`config.mk`:
```
export PLATFORM = sky130hd
export DESIGN_NAME = mm_scheduler
export DESIGN_NICKNAME = d
export VERILOG_FILES = /design/src/verilog/sched_pkg.sv /design/src/verilog/sched_ctrl.sv /design/src/verilog/x_tile_iter.sv /design/src/verilog/w_tile_iter.sv /design/src/verilog/z_drain_ctrl.sv /design/src/verilog/mm_scheduler.sv
export VERILOG_INCLUDE_DIRS = /design/src /design/src/verilog
export SDC_FILE = /design/constraint.sdc
export NUM_CORES = 1
export LEC_CHECK = 0
export ABC_AREA = 1
export BUFFER_PORTS_ARGS = -buffer_cell sky130_fd_sc_hd__buf_4
export CORE_MARGIN = 1.5
export CORE_UTILIZATION = 55
export CTS_CLUSTER_DIAMETER = 80
export DETAILED_ROUTE_END_ITERATION = 16
export PLACE_DENSITY = 0.81
export SLEW_MARGIN = 20
export SYNTH_ARGS = -nofsm -noshare
export SYNTH_HDL_FRONTEND = slang
export SYNTH_HIERARCHICAL = 1
export SYNTH_SLANG_ARGS = --single-unit
```
`constraint.sdc`:
```
create_clock -name clk_i -period 6.1 [get_ports clk_i]
set_input_delay 0.61 -clock clk_i [delete_from_list [all_inputs] [get_ports clk_i]]
set_output_delay 0.61 -clock clk_i [all_outputs]
set_load 0.02 [all_outputs]
```
`src/verilog/sched_macros.svh`:
```
`ifndef SCHED_MACROS_SVH
`define SCHED_MACROS_SVH

// Engine rows, which is also the full W tile height
`define SCHED_HEIGHT 4

// Full X tile width
`define SCHED_WIDTH 8

// Full X tile height, W tile width and Z tile height
`define SCHED_DEPTH 4

// Pipeline registers inside each processing element
`define SCHED_PIPE_REGS 3

// Iteration counters and leftover fields
`define SCHED_ITER_W 16
`define SCHED_LEFT_W 8

`endif

```
`src/verilog/sched_pkg.sv`:
```
`include "sched_macros.svh"

package sched_pkg;

  typedef enum logic [1:0] {
    SCHED_IDLE,
    SCHED_PRELOAD,
    SCHED_LOAD_W,
    SCHED_WAIT
  } sched_state_e;

  // Job configuration, stable from start until clear
  // A leftover of zero selects the full tile
  typedef struct packed {
    logic [`SCHED_ITER_W-1:0] x_col_iters;
    logic [`SCHED_ITER_W-1:0] x_row_iters;
    logic [`SCHED_ITER_W-1:0] w_col_iters;
    logic [`SCHED_ITER_W-1:0] w_row_iters;
    logic [`SCHED_LEFT_W-1:0] x_left_h;
    logic [`SCHED_LEFT_W-1:0] x_left_w;
    logic [`SCHED_LEFT_W-1:0] w_left_h;
    logic [`SCHED_LEFT_W-1:0] w_left_w;
    logic                     y_en;
  } sched_cfg_t;

  typedef struct packed {
    logic x_full;
    logic x_empty;
    logic y_loaded;
  } buf_flags_t;

  typedef struct packed {
    logic                     load;
    logic [`SCHED_LEFT_W-1:0] height;
    logic [`SCHED_LEFT_W-1:0] width;
    logic                     last_x;
  } x_buf_ctrl_t;

  typedef struct packed {
    logic                     load;
    logic [`SCHED_LEFT_W-1:0] height;
    logic [`SCHED_LEFT_W-1:0] width;
  } w_buf_ctrl_t;

  typedef struct packed {
    logic start;
    logic w_step;
    logic stall;
    logic advance;
  } tile_step_t;

endpackage

```
`src/verilog/sched_ctrl.sv`:
```
`include "sched_macros.svh"

module sched_ctrl (
  input  logic                  clk_i,
  input  logic                  rst_ni,
  input  logic                  clear_i,
  input  logic                  start_i,
  input  sched_pkg::sched_cfg_t cfg_i,
  input  sched_pkg::buf_flags_t flags_i,
  input  logic                  w_valid_i,
  input  logic                  x_refill_pend_i,
  input  logic                  w_done_i,
  input  logic                  z_check_i,
  output sched_pkg::tile_step_t step_o,
  output logic                  reg_enable_o
);

  import sched_pkg::*;

  localparam int unsigned       wait_w    = $clog2(`SCHED_PIPE_REGS + 1);
  localparam logic [wait_w-1:0] wait_last = wait_w'(`SCHED_PIPE_REGS);

  sched_state_e      state_q;
  sched_state_e      state_d;
  logic [wait_w-1:0] wait_cnt_q;
  logic              computing_q;
  logic              reg_enable_q;
  logic              check_w_valid;
  logic              check_x_full;
  logic              check_y_loaded;
  logic              stall;
  logic              preload_ok;

  // Each check flags a missing operand for the next W row
  assign check_w_valid  = ~w_valid_i;
  assign check_x_full   = x_refill_pend_i & ~flags_i.x_full;
  assign check_y_loaded = z_check_i & cfg_i.y_en & ~flags_i.y_loaded;

  // Once the W matrix is done the engine only drains, so nothing holds it
  assign stall = (state_q == SCHED_LOAD_W) & ~w_done_i &
                 (check_w_valid | check_x_full | check_y_loaded);

  assign preload_ok = flags_i.x_full & (~cfg_i.y_en | flags_i.y_loaded);

  always_comb begin
    state_d = state_q;
    case (state_q)
      SCHED_IDLE: begin
        if (start_i) begin
          state_d = SCHED_PRELOAD;
        end
      end
      SCHED_PRELOAD: begin
        if (preload_ok) begin
          state_d = SCHED_LOAD_W;
        end
      end
      SCHED_LOAD_W: begin
        if (!stall) begin
          state_d = SCHED_WAIT;
        end
      end
      SCHED_WAIT: begin
        if (wait_cnt_q == wait_last) begin
          state_d = SCHED_LOAD_W;
        end
      end
      default: begin
        state_d = SCHED_IDLE;
      end
    endcase
  end

  always_ff @(posedge clk_i or negedge rst_ni) begin
    if (!rst_ni) begin
      state_q      <= SCHED_IDLE;
      wait_cnt_q   <= '0;
      computing_q  <= 1'b0;
      reg_enable_q <= 1'b0;
    end else if (clear_i) begin
      state_q      <= SCHED_IDLE;
      wait_cnt_q   <= '0;
      computing_q  <= 1'b0;
      reg_enable_q <= 1'b0;
    end else begin
      state_q <= state_d;
      if (state_q == SCHED_WAIT) begin
        wait_cnt_q <= (wait_cnt_q == wait_last) ? '0 : wait_cnt_q + 1'b1;
      end
      if (state_q == SCHED_PRELOAD && state_d == SCHED_LOAD_W) begin
        computing_q <= 1'b1;
      end
      reg_enable_q <= computing_q & ~stall;
    end
  end

  assign step_o.start   = (state_q == SCHED_IDLE) & start_i;
  assign step_o.w_step  = (state_q == SCHED_LOAD_W) & ~stall;
  assign step_o.stall   = stall;
  assign step_o.advance = ~stall;

  assign reg_enable_o = reg_enable_q;

endmodule

```
`src/verilog/x_tile_iter.sv`:
```
`include "sched_macros.svh"

module x_tile_iter (
  input  logic                   clk_i,
  input  logic                   rst_ni,
  input  logic                   clear_i,
  input  sched_pkg::sched_cfg_t  cfg_i,
  input  sched_pkg::buf_flags_t  flags_i,
  input  sched_pkg::tile_step_t  step_i,
  output logic                   x_refill_pend_o,
  output sched_pkg::x_buf_ctrl_t x_ctrl_o
);

  localparam logic [`SCHED_LEFT_W-1:0] full_h = `SCHED_DEPTH;
  localparam logic [`SCHED_LEFT_W-1:0] full_w = `SCHED_WIDTH;

  logic [`SCHED_ITER_W-1:0] col_q;
  logic [`SCHED_ITER_W-1:0] pass_q;
  logic [`SCHED_ITER_W-1:0] row_q;
  logic                     col_last;
  logic                     pass_last;
  logic                     row_last;
  logic                     col_en;
  logic                     pass_en;
  logic                     row_en;
  logic                     done_en;
  logic                     x_done_q;
  logic                     reload_q;
  logic                     refill_q;

  assign col_last  = col_q == cfg_i.x_col_iters - 1'b1;
  assign pass_last = pass_q == cfg_i.w_col_iters - 1'b1;
  assign row_last  = row_q == cfg_i.x_row_iters - 1'b1;

  // The empty flag is a single-cycle strobe, so it can step the counter directly
  assign col_en  = flags_i.x_empty & ~x_done_q;
  assign pass_en = col_en & col_last;
  assign row_en  = pass_en & pass_last;
  assign done_en = row_en & row_last;

  always_ff @(posedge clk_i or negedge rst_ni) begin
    if (!rst_ni) begin
      col_q    <= '0;
      pass_q   <= '0;
      row_q    <= '0;
      x_done_q <= 1'b0;
      reload_q <= 1'b0;
      refill_q <= 1'b0;
    end else if (clear_i) begin
      col_q    <= '0;
      pass_q   <= '0;
      row_q    <= '0;
      x_done_q <= 1'b0;
      reload_q <= 1'b0;
      refill_q <= 1'b0;
    end else begin
      if (col_en) begin
        col_q <= col_last ? '0 : col_q + 1'b1;
      end
      if (pass_en) begin
        pass_q <= pass_last ? '0 : pass_q + 1'b1;
      end
      if (row_en) begin
        row_q <= row_last ? '0 : row_q + 1'b1;
      end
      x_done_q <= x_done_q | done_en;
      // First tile is requested at start, the next one after every empty
      reload_q <= step_i.start | (col_en & ~done_en);
      // A refill stays pending until the following W row has been taken
      if (flags_i.x_empty) begin
        refill_q <= 1'b1;
      end else if (step_i.w_step) begin
        refill_q <= 1'b0;
      end
    end
  end

  assign x_refill_pend_o = refill_q & ~x_done_q;

  assign x_ctrl_o.load   = reload_q;
  assign x_ctrl_o.height = (col_last && cfg_i.x_left_h != '0) ? cfg_i.x_left_h : full_h;
  assign x_ctrl_o.width  = (row_last && cfg_i.x_left_w != '0) ? cfg_i.x_left_w : full_w;
  assign x_ctrl_o.last_x = done_en;

endmodule

```
`src/verilog/w_tile_iter.sv`:
```
`include "sched_macros.svh"

module w_tile_iter (
  input  logic                   clk_i,
  input  logic                   rst_ni,
  input  logic                   clear_i,
  input  sched_pkg::sched_cfg_t  cfg_i,
  input  sched_pkg::tile_step_t  step_i,
  output sched_pkg::w_buf_ctrl_t w_ctrl_o,
  output logic                   col_sweep_o,
  output logic                   w_done_o,
  output logic                   done_o
);

  localparam logic [`SCHED_ITER_W:0]   drain_rows = `SCHED_PIPE_REGS + 1;
  localparam logic [`SCHED_LEFT_W-1:0] full_h     = `SCHED_HEIGHT;
  localparam logic [`SCHED_LEFT_W-1:0] full_w     = `SCHED_DEPTH;

  logic [`SCHED_ITER_W-1:0] row_q;
  logic [`SCHED_ITER_W-1:0] col_q;
  logic [`SCHED_ITER_W-1:0] mat_q;
  logic [`SCHED_ITER_W:0]   row_ahead;
  logic                     row_last;
  logic                     col_last;
  logic                     mat_last;
  logic                     tail_rows;
  logic                     row_en;
  logic                     col_en;
  logic                     mat_en;
  logic                     done_en;
  logic                     w_done_q;
  logic                     done_q;

  assign row_last = row_q == cfg_i.w_row_iters - 1'b1;
  assign col_last = col_q == cfg_i.w_col_iters - 1'b1;
  assign mat_last = mat_q == cfg_i.x_row_iters - 1'b1;

  assign row_en  = step_i.w_step & ~w_done_q;
  assign col_en  = row_en & row_last;
  assign mat_en  = col_en & col_last;
  assign done_en = mat_en & mat_last;

  always_ff @(posedge clk_i or negedge rst_ni) begin
    if (!rst_ni) begin
      row_q    <= '0;
      col_q    <= '0;
      mat_q    <= '0;
      w_done_q <= 1'b0;
      done_q   <= 1'b0;
    end else if (clear_i) begin
      row_q    <= '0;
      col_q    <= '0;
      mat_q    <= '0;
      w_done_q <= 1'b0;
      done_q   <= 1'b0;
    end else begin
      if (row_en) begin
        row_q <= row_last ? '0 : row_q + 1'b1;
      end
      if (col_en) begin
        col_q <= col_last ? '0 : col_q + 1'b1;
      end
      if (mat_en) begin
        mat_q <= mat_q + 1'b1;
      end
      w_done_q <= w_done_q | done_en;
      done_q   <= done_en;
    end
  end

  // The leftover height applies to the last PIPE_REGS+1 rows, written without underflow
  assign row_ahead = {1'b0, row_q} + drain_rows;
  assign tail_rows = row_ahead >= {1'b0, cfg_i.w_row_iters};

  assign w_ctrl_o.load   = step_i.w_step;
  assign w_ctrl_o.height = (tail_rows && cfg_i.w_left_h != '0) ? cfg_i.w_left_h : full_h;
  assign w_ctrl_o.width  = (col_last && cfg_i.w_left_w != '0) ? cfg_i.w_left_w : full_w;

  assign col_sweep_o = col_en;
  assign w_done_o    = w_done_q;
  assign done_o      = done_q;

endmodule

```
`src/verilog/z_drain_ctrl.sv`:
```
`include "sched_macros.svh"

module z_drain_ctrl (
  input  logic                  clk_i,
  input  logic                  rst_ni,
  input  logic                  clear_i,
  input  sched_pkg::sched_cfg_t cfg_i,
  input  sched_pkg::tile_step_t step_i,
  input  logic                  col_sweep_i,
  output logic                  z_check_o,
  output logic                  z_fill_o
);

  localparam int unsigned                wait_w    = $clog2(`SCHED_PIPE_REGS + 2);
  localparam logic [wait_w-1:0]          wait_last = wait_w'(`SCHED_PIPE_REGS + 1);
  localparam logic [`SCHED_LEFT_W-1:0]   full_h    = `SCHED_DEPTH;

  logic [`SCHED_ITER_W-1:0] sweep_col_q;
  logic                     sweep_last;
  logic [`SCHED_LEFT_W-1:0] sweep_h;
  logic                     wait_q;
  logic [wait_w-1:0]        wait_cnt_q;
  logic [`SCHED_LEFT_W-1:0] wait_h_q;
  logic                     wait_end;
  logic                     fill_q;
  logic [`SCHED_LEFT_W-1:0] fill_cnt_q;
  logic [`SCHED_LEFT_W-1:0] z_height_q;
  logic                     fill_end;

  // Own count of column sweeps, so the last W column gets the leftover height
  assign sweep_last = sweep_col_q == cfg_i.w_col_iters - 1'b1;
  assign sweep_h    = (sweep_last && cfg_i.w_left_w != '0) ? cfg_i.w_left_w : full_h;

  // The last wait count lines up with the next LOAD_W cycle
  assign z_check_o = wait_q & (wait_cnt_q == wait_last);
  assign wait_end  = z_check_o & step_i.advance;
  assign fill_end  = fill_q & step_i.advance & (fill_cnt_q == z_height_q - 1'b1);

  always_ff @(posedge clk_i or negedge rst_ni) begin
    if (!rst_ni) begin
      sweep_col_q <= '0;
      wait_q      <= 1'b0;
      wait_cnt_q  <= '0;
      wait_h_q    <= '0;
    end else if (clear_i) begin
      sweep_col_q <= '0;
      wait_q      <= 1'b0;
      wait_cnt_q  <= '0;
      wait_h_q    <= '0;
    end else begin
      if (col_sweep_i) begin
        sweep_col_q <= sweep_last ? '0 : sweep_col_q + 1'b1;
        wait_q      <= 1'b1;
        wait_cnt_q  <= '0;
        wait_h_q    <= sweep_h;
      end else if (wait_end) begin
        wait_q <= 1'b0;
      end else if (wait_q && step_i.advance) begin
        wait_cnt_q <= wait_cnt_q + 1'b1;
      end
    end
  end

  // A new sweep may rearm the wait while the previous fill run is still going
  always_ff @(posedge clk_i or negedge rst_ni) begin
    if (!rst_ni) begin
      fill_q     <= 1'b0;
      fill_cnt_q <= '0;
      z_height_q <= '0;
    end else if (clear_i) begin
      fill_q     <= 1'b0;
      fill_cnt_q <= '0;
      z_height_q <= '0;
    end else begin
      if (wait_end) begin
        fill_q     <= 1'b1;
        fill_cnt_q <= '0;
        z_height_q <= wait_h_q;
      end else if (fill_end) begin
        fill_q <= 1'b0;
      end else if (fill_q && step_i.advance) begin
        fill_cnt_q <= fill_cnt_q + 1'b1;
      end
    end
  end

  assign z_fill_o = fill_q & ~step_i.stall;

endmodule

```
`src/verilog/mm_scheduler.sv`:
```
module mm_scheduler (
  input  logic                   clk_i,
  input  logic                   rst_ni,
  input  logic                   clear_i,
  input  logic                   start_i,
  input  sched_pkg::sched_cfg_t  cfg_i,
  input  sched_pkg::buf_flags_t  flags_i,
  input  logic                   w_valid_i,
  output sched_pkg::x_buf_ctrl_t x_ctrl_o,
  output sched_pkg::w_buf_ctrl_t w_ctrl_o,
  output logic                   z_fill_o,
  output logic                   reg_enable_o,
  output logic                   done_o
);

  import sched_pkg::*;

  tile_step_t step;
  logic       x_refill_pend;
  logic       w_done;
  logic       col_sweep;
  logic       z_check;

  sched_ctrl sched_ctrl_i (
    .clk_i           (clk_i),
    .rst_ni          (rst_ni),
    .clear_i         (clear_i),
    .start_i         (start_i),
    .cfg_i           (cfg_i),
    .flags_i         (flags_i),
    .w_valid_i       (w_valid_i),
    .x_refill_pend_i (x_refill_pend),
    .w_done_i        (w_done),
    .z_check_i       (z_check),
    .step_o          (step),
    .reg_enable_o    (reg_enable_o)
  );

  x_tile_iter x_tile_iter_i (
    .clk_i           (clk_i),
    .rst_ni          (rst_ni),
    .clear_i         (clear_i),
    .cfg_i           (cfg_i),
    .flags_i         (flags_i),
    .step_i          (step),
    .x_refill_pend_o (x_refill_pend),
    .x_ctrl_o        (x_ctrl_o)
  );

  w_tile_iter w_tile_iter_i (
    .clk_i       (clk_i),
    .rst_ni      (rst_ni),
    .clear_i     (clear_i),
    .cfg_i       (cfg_i),
    .step_i      (step),
    .w_ctrl_o    (w_ctrl_o),
    .col_sweep_o (col_sweep),
    .w_done_o    (w_done),
    .done_o      (done_o)
  );

  z_drain_ctrl z_drain_ctrl_i (
    .clk_i       (clk_i),
    .rst_ni      (rst_ni),
    .clear_i     (clear_i),
    .cfg_i       (cfg_i),
    .step_i      (step),
    .col_sweep_i (col_sweep),
    .z_check_o   (z_check),
    .z_fill_o    (z_fill_o)
  );

endmodule

```
### Yosys cells after proc, flatten, opt, wreduce, memory -nomap -nowiden

Index checks and enable logic that the tools add are counted.

| cells by class | value |
|---|---|
| multiply operators | 0 |
| bitwise logic cells | 37 |
| eq/ne operators | 16 |
| mux-type cells | 62 |
| $lt $le $gt $ge | 1 |
| reductions and logical operators | 29 |
| div/mod/pow operators | 0 |
| shift-type cells | 0 |
| add/subtract/negate cells | 16 |

Operators by type and width:

| kind | count |
|---|---|
| $mux W16 | 20 |
| $add A16 B1 Y16 const B | 7 |
| $eq A16 B16 Y1 | 7 |
| $mux W8 | 13 |
| $sub A16 B1 Y16 const B | 4 |
| $reduce_bool A8 Y1 | 4 |
| $and A1 B1 Y1 | 23 |
| $reduce_bool A2 Y1 | 9 |
| $add A16 B3 Y17 const B | 1 |
| $ge A17 B16 Y1 | 1 |
| $mux W1 | 16 |
| $mux W2 | 8 |
| $reduce_bool A3 Y1 | 5 |
| $mux W3 | 4 |
| $add A8 B1 Y8 const B | 1 |
| $eq A2 B2 Y1 const B | 4 |
| $eq A8 B8 Y1 | 1 |
| $logic_and A1 B1 Y1 | 8 |
| $not A1 Y1 | 8 |
| $pmux W2 S4 | 1 |
| $sub A8 B1 Y8 const B | 1 |
| $or A1 B1 Y1 | 6 |
| $reduce_and A2 Y1 | 2 |
| $add A3 B1 Y3 const B | 1 |
| other kinds (6) | 6 |

| word-level totals | value |
|---|---|
| bits in read-only memories | 0 |
| latch bits | 0 |
| RAM bits | 0 |
| flip-flop bits (word level) | 152 |
| output and inout port bits | 38 |
| input bits | 105 |
| memories | 0 |
| word-level logic and storage cells | 183 |

### Longest topological paths before layout

| depth | value |
|---|---|
| depth in word-level cells | 14 |
| gate-level depth with buffers | 20 |
| mapped depth without buffers | 19 |

### By module

Netlist, hierarchy kept.

By module, submodules not included:

| module | instances | sequential area each (µm²) | area an instance (µm²) | cells each |
|---|---|---|---|---|
| w_tile_iter | 1 | 1251.2 | 6303.5 | 1015 |
| x_tile_iter | 1 | 1276.2 | 5510.3 | 860 |
| z_drain_ctrl | 1 | 1126.1 | 3394.5 | 515 |
| sched_ctrl | 1 | 150.1 | 340.3 | 44 |

### Worst setup path before layout

No wires, ideal clock.

| timing path | value |
|---|---|
| path type | register to output |
| start point | register w_tile_iter_i.row_q[9] |
| end point | output port w_ctrl_o[11] in the netlist's numbering |
| buffers on the path | 0 |
| setup slack | 2.757 ns |
| arrival time | 2.733 ns |
| required time | 5.490 ns |
| cell stages (with the launch flop) | 15 |
| cells stage by stage | dfrtp_1 -> inv_1 -> nor3_1 -> nand3_1 -> nor3_1 -> nand3_1 -> xor2_1 -> inv_1 -> ha_1 -> nand4_1 -> nor4_1 -> nand2_1 -> o2111ai_1 -> nand2_1 -> nor2_1 |

RTL lines:

| what | line | source |
|---|---|---|
| from (decl) | w_tile_iter.sv:19 | `` logic [`SCHED_ITER_W-1:0] row_q; `` |
| from (signal assigned) | w_tile_iter.sv:58 | `row_q <= row_last ? '0 : row_q + 1'b1;` |
| to (decl) | mm_scheduler.sv:10 | `output sched_pkg::w_buf_ctrl_t w_ctrl_o,` |

==> metrics.txt <==
run status complete, no violations; startpoint types flip-flop; cells after synthesis 2,434; peak fanout along the critical path 6; ant diodes 0; Unique masters post-synth 54; GRT overflow 0; CTS Buf Count 17; Setup CP Type reg2out; post-cts repair resize count 0; metal3 WL 2331 µm; Clk pin slew, worst setup/hold paths 70 ps; Seq pwr share 0.411; routed wire length on met2 20,400 µm; die width 171.1 µm; Hold WS 260.2 ps; Clk pwr share 0.410; initial antenna violation count 0; worst path required time 5490 ps; maximum clock rate 242.4 MHz; Combinational Power Share 0.178; Tmin final 4125 ps; highest routed layer met4; clock root buffer clkbuf_16; Sw Ratio 0.3011; RSZ-0062 raised after global routing no; Routed WL 41,850 µm; Avg Inst Size Synth 6.388 µm²; htree depth 4; first-pass GRT wire length 69,610 µm; Die Height 171.1 µm; GRT Util Overall 0.2895; largest net degree at the start of global routing 100; register area share after synthesis 0.2446; syn nets 2,575; final hold vios 0; leakage 8.617 nW; pwr dens 144.2 nW/µm²; # DRC 0; Internal 1.749 mW; final worst-path cycle share 0.6762; DRT met1 WL 18,160 µm; FFs w/ async S/R, synth 1.000; HPWL after DPL 31,800 µm; placed insts 2,906; CTS sink cnt 152; Clock Tree Buf Depth 2; worst skew pair latency 430 ps; vias per cell 5.446; P&R area growth vs syn 11.60%; FILL cells 2,592; port bufs 142; Synth Flop Type dfrtp_1; # setup viols final 0; total die area 29,290 µm²; Peak VDD IR 189.7 µV; synthesized area 15,550 µm²; Max-Cap Viols 0; via count 15.99k; CP endpoint kind output pin; Core ar. 27,780 µm²; cts hold-fix bufs 0; total power 2.503 mW; fin. max-slew vios 0; Crit path arrival time 3510 ps; antenna viol nets, final 0; layout cells sized above 1 0.1321; Yosys warning total 6; Initial Util 0.5597; DR pass1 iterations 7; Ports 143; TNS Setup 0 ps; r2r worst-path depth 18; final std cells w/o fill 2,937; number of flops mapped to enable cells by yosys 0; Nets 2,688; Yosys reg bits 152; Post-CTS Setup Inserts 0; TritonCTS clock tree built; number of global-route vias before repair 15.14k; clk_skew 16.54 ps; wire per inst 14.25 µm; sw power 0.7538 mW; number of core rows 61; gpl congestion 0.9507; 1st-iter DRT viols 1,346; Worst Tran Pin Value 926.9 ps; HP Class in2async; Slew HR 0.3820
-- layout by cell type (no fill, tap or decap), drive strengths merged, types with 4 or more instances in the layout --
cell        n
nand2     705
nor2      357
inv       336
nand3     255
dfrtp     152
buf       146
xor2      142
nor3       73
o21ai      71
xnor2      62
nand4      61
ha         36
nand3b     27
nor4       26
a21oi      26
clkbuf     20
o22ai      16
or2        12
and2        5
nor3b       5
o31ai       5
clkinvlp    4
-- critical path, stage by stage (launching register included) --
cell and delay (ps):
dfrtp_1 420, inv_1 110, nor3_1 340, nand3_1 190, nor3_1 270, nand3_1 130, xor2_1 150, inv_1 60
ha_1 320, nand4_1 130, nor4_1 260, nand2_1 80, o2111ai_1 150, nand2_1 190, nor2_1 140, buf_4 150
-- worst paths after layout --
check | endpoint | start | slack (ps)
min in group clk_i | x_tile_iter_i/refill_q | flags_i[1] | 450
worst min-delay path | z_drain_ctrl_i/sweep_col_q[6] | rst_ni | 260
worst max-delay path | w_ctrl_o[15] | w_tile_iter_i/row_q[9] | 1980
worst max register to register | z_drain_ctrl_i/sweep_col_q[11] | z_drain_ctrl_i/wait_cnt_q[0] | 2580
worst min register to register | z_drain_ctrl_i/wait_h_q[5] | z_drain_ctrl_i/wait_h_q[5] | 490
max in group asynchronous | w_tile_iter_i/col_q[10] | rst_ni | 4550
-- cells in the mapped netlist (36+ instances only) --
library cell,instances,area share
ha_1,36,0.029
xnor2_1,62,0.035
nor3_1,68,0.022
inv_1,304,0.073
nand4_1,61,0.025
nor2_1,312,0.075
xor2_1,140,0.079
nand2_2,36,0.014
o21ai_0,51,0.016
dfrtp_1,152,0.24
nand2_1,660,0.16
nand3_1,237,0.076
-- per-stage QoR --
stage	utilization	cell area [µm²]	setup slack [ps]
floorplan	-	15550	2757
global placement	0.6044	16790	2522
detailed placement	0.6044	16790	2445
CTS	0.6246	17350	1971
global route	0.6246	17350	1576
finish	0.6246	17350	1975
-- metal layers --
metal | vias up | GRT usage
met1 | 7413 | 0.3700
li1 | 7965 | -
met2 | 540 | 0.5080
met3 | 76 | 0.02730
met4 | 0 | 0.1030
met5 | - | 0
-- flip-flops by register name, summed over array words and instances (netlist names), 2 cells and up --
register	flops
z_drain_ctrl_i/fill_cnt_q	8
z_drain_ctrl_i/wait_cnt_q	3
x_tile_iter_i/pass_q	16
w_tile_iter_i/row_q	16
x_tile_iter_i/col_q	16
w_tile_iter_i/mat_q	16
sched_ctrl_i/wait_cnt_q	2
x_tile_iter_i/row_q	16
w_tile_iter_i/col_q	16
z_drain_ctrl_i/wait_h_q	8
z_drain_ctrl_i/sweep_col_q	16
z_drain_ctrl_i/z_height_q	8
sched_ctrl_i/state_q	2
-- cells by family (layout without fill, tap and decap cells) --
family | count (synthesis) | after routing | synth area share
buffers and inverters | 384 | 509 | 0.1019
AND/OR/NAND/NOR | 1527 | 1527 | 0.4590
adder cells (fa/ha/maj) | 36 | 36 | 0.02897
XOR/XNOR | 204 | 204 | 0.1159
AO/OA/AOI/OAI | 131 | 131 | 0.04965
flip-flops | 152 | 152 | 0.2446
-- power groups by stage --
stage,logic [mW],clock network [mW],registers (mW)
finish,0.446,1.03,1.03
floorplan,0.272,0,1.04
global placement,0.431,0,1.05
global route,0.498,1.09,1.03
detailed placement,0.441,0,1.05
CTS,0.443,1.04,1.03
-- layout make-up --
class	count	area [µm²]	share of cell area
timing repair buffer	146	1100	0.06338
multi-input combinational	1898	10160	0.5856
sequential	152	3804	0.2192
clock inverter	11	115.1	0.006633
clock buffer	20	446.7	0.02574
inverter	332	1254	0.07225
tap	378	473.0	0.02726
Power figures use the tool's default switching activity.
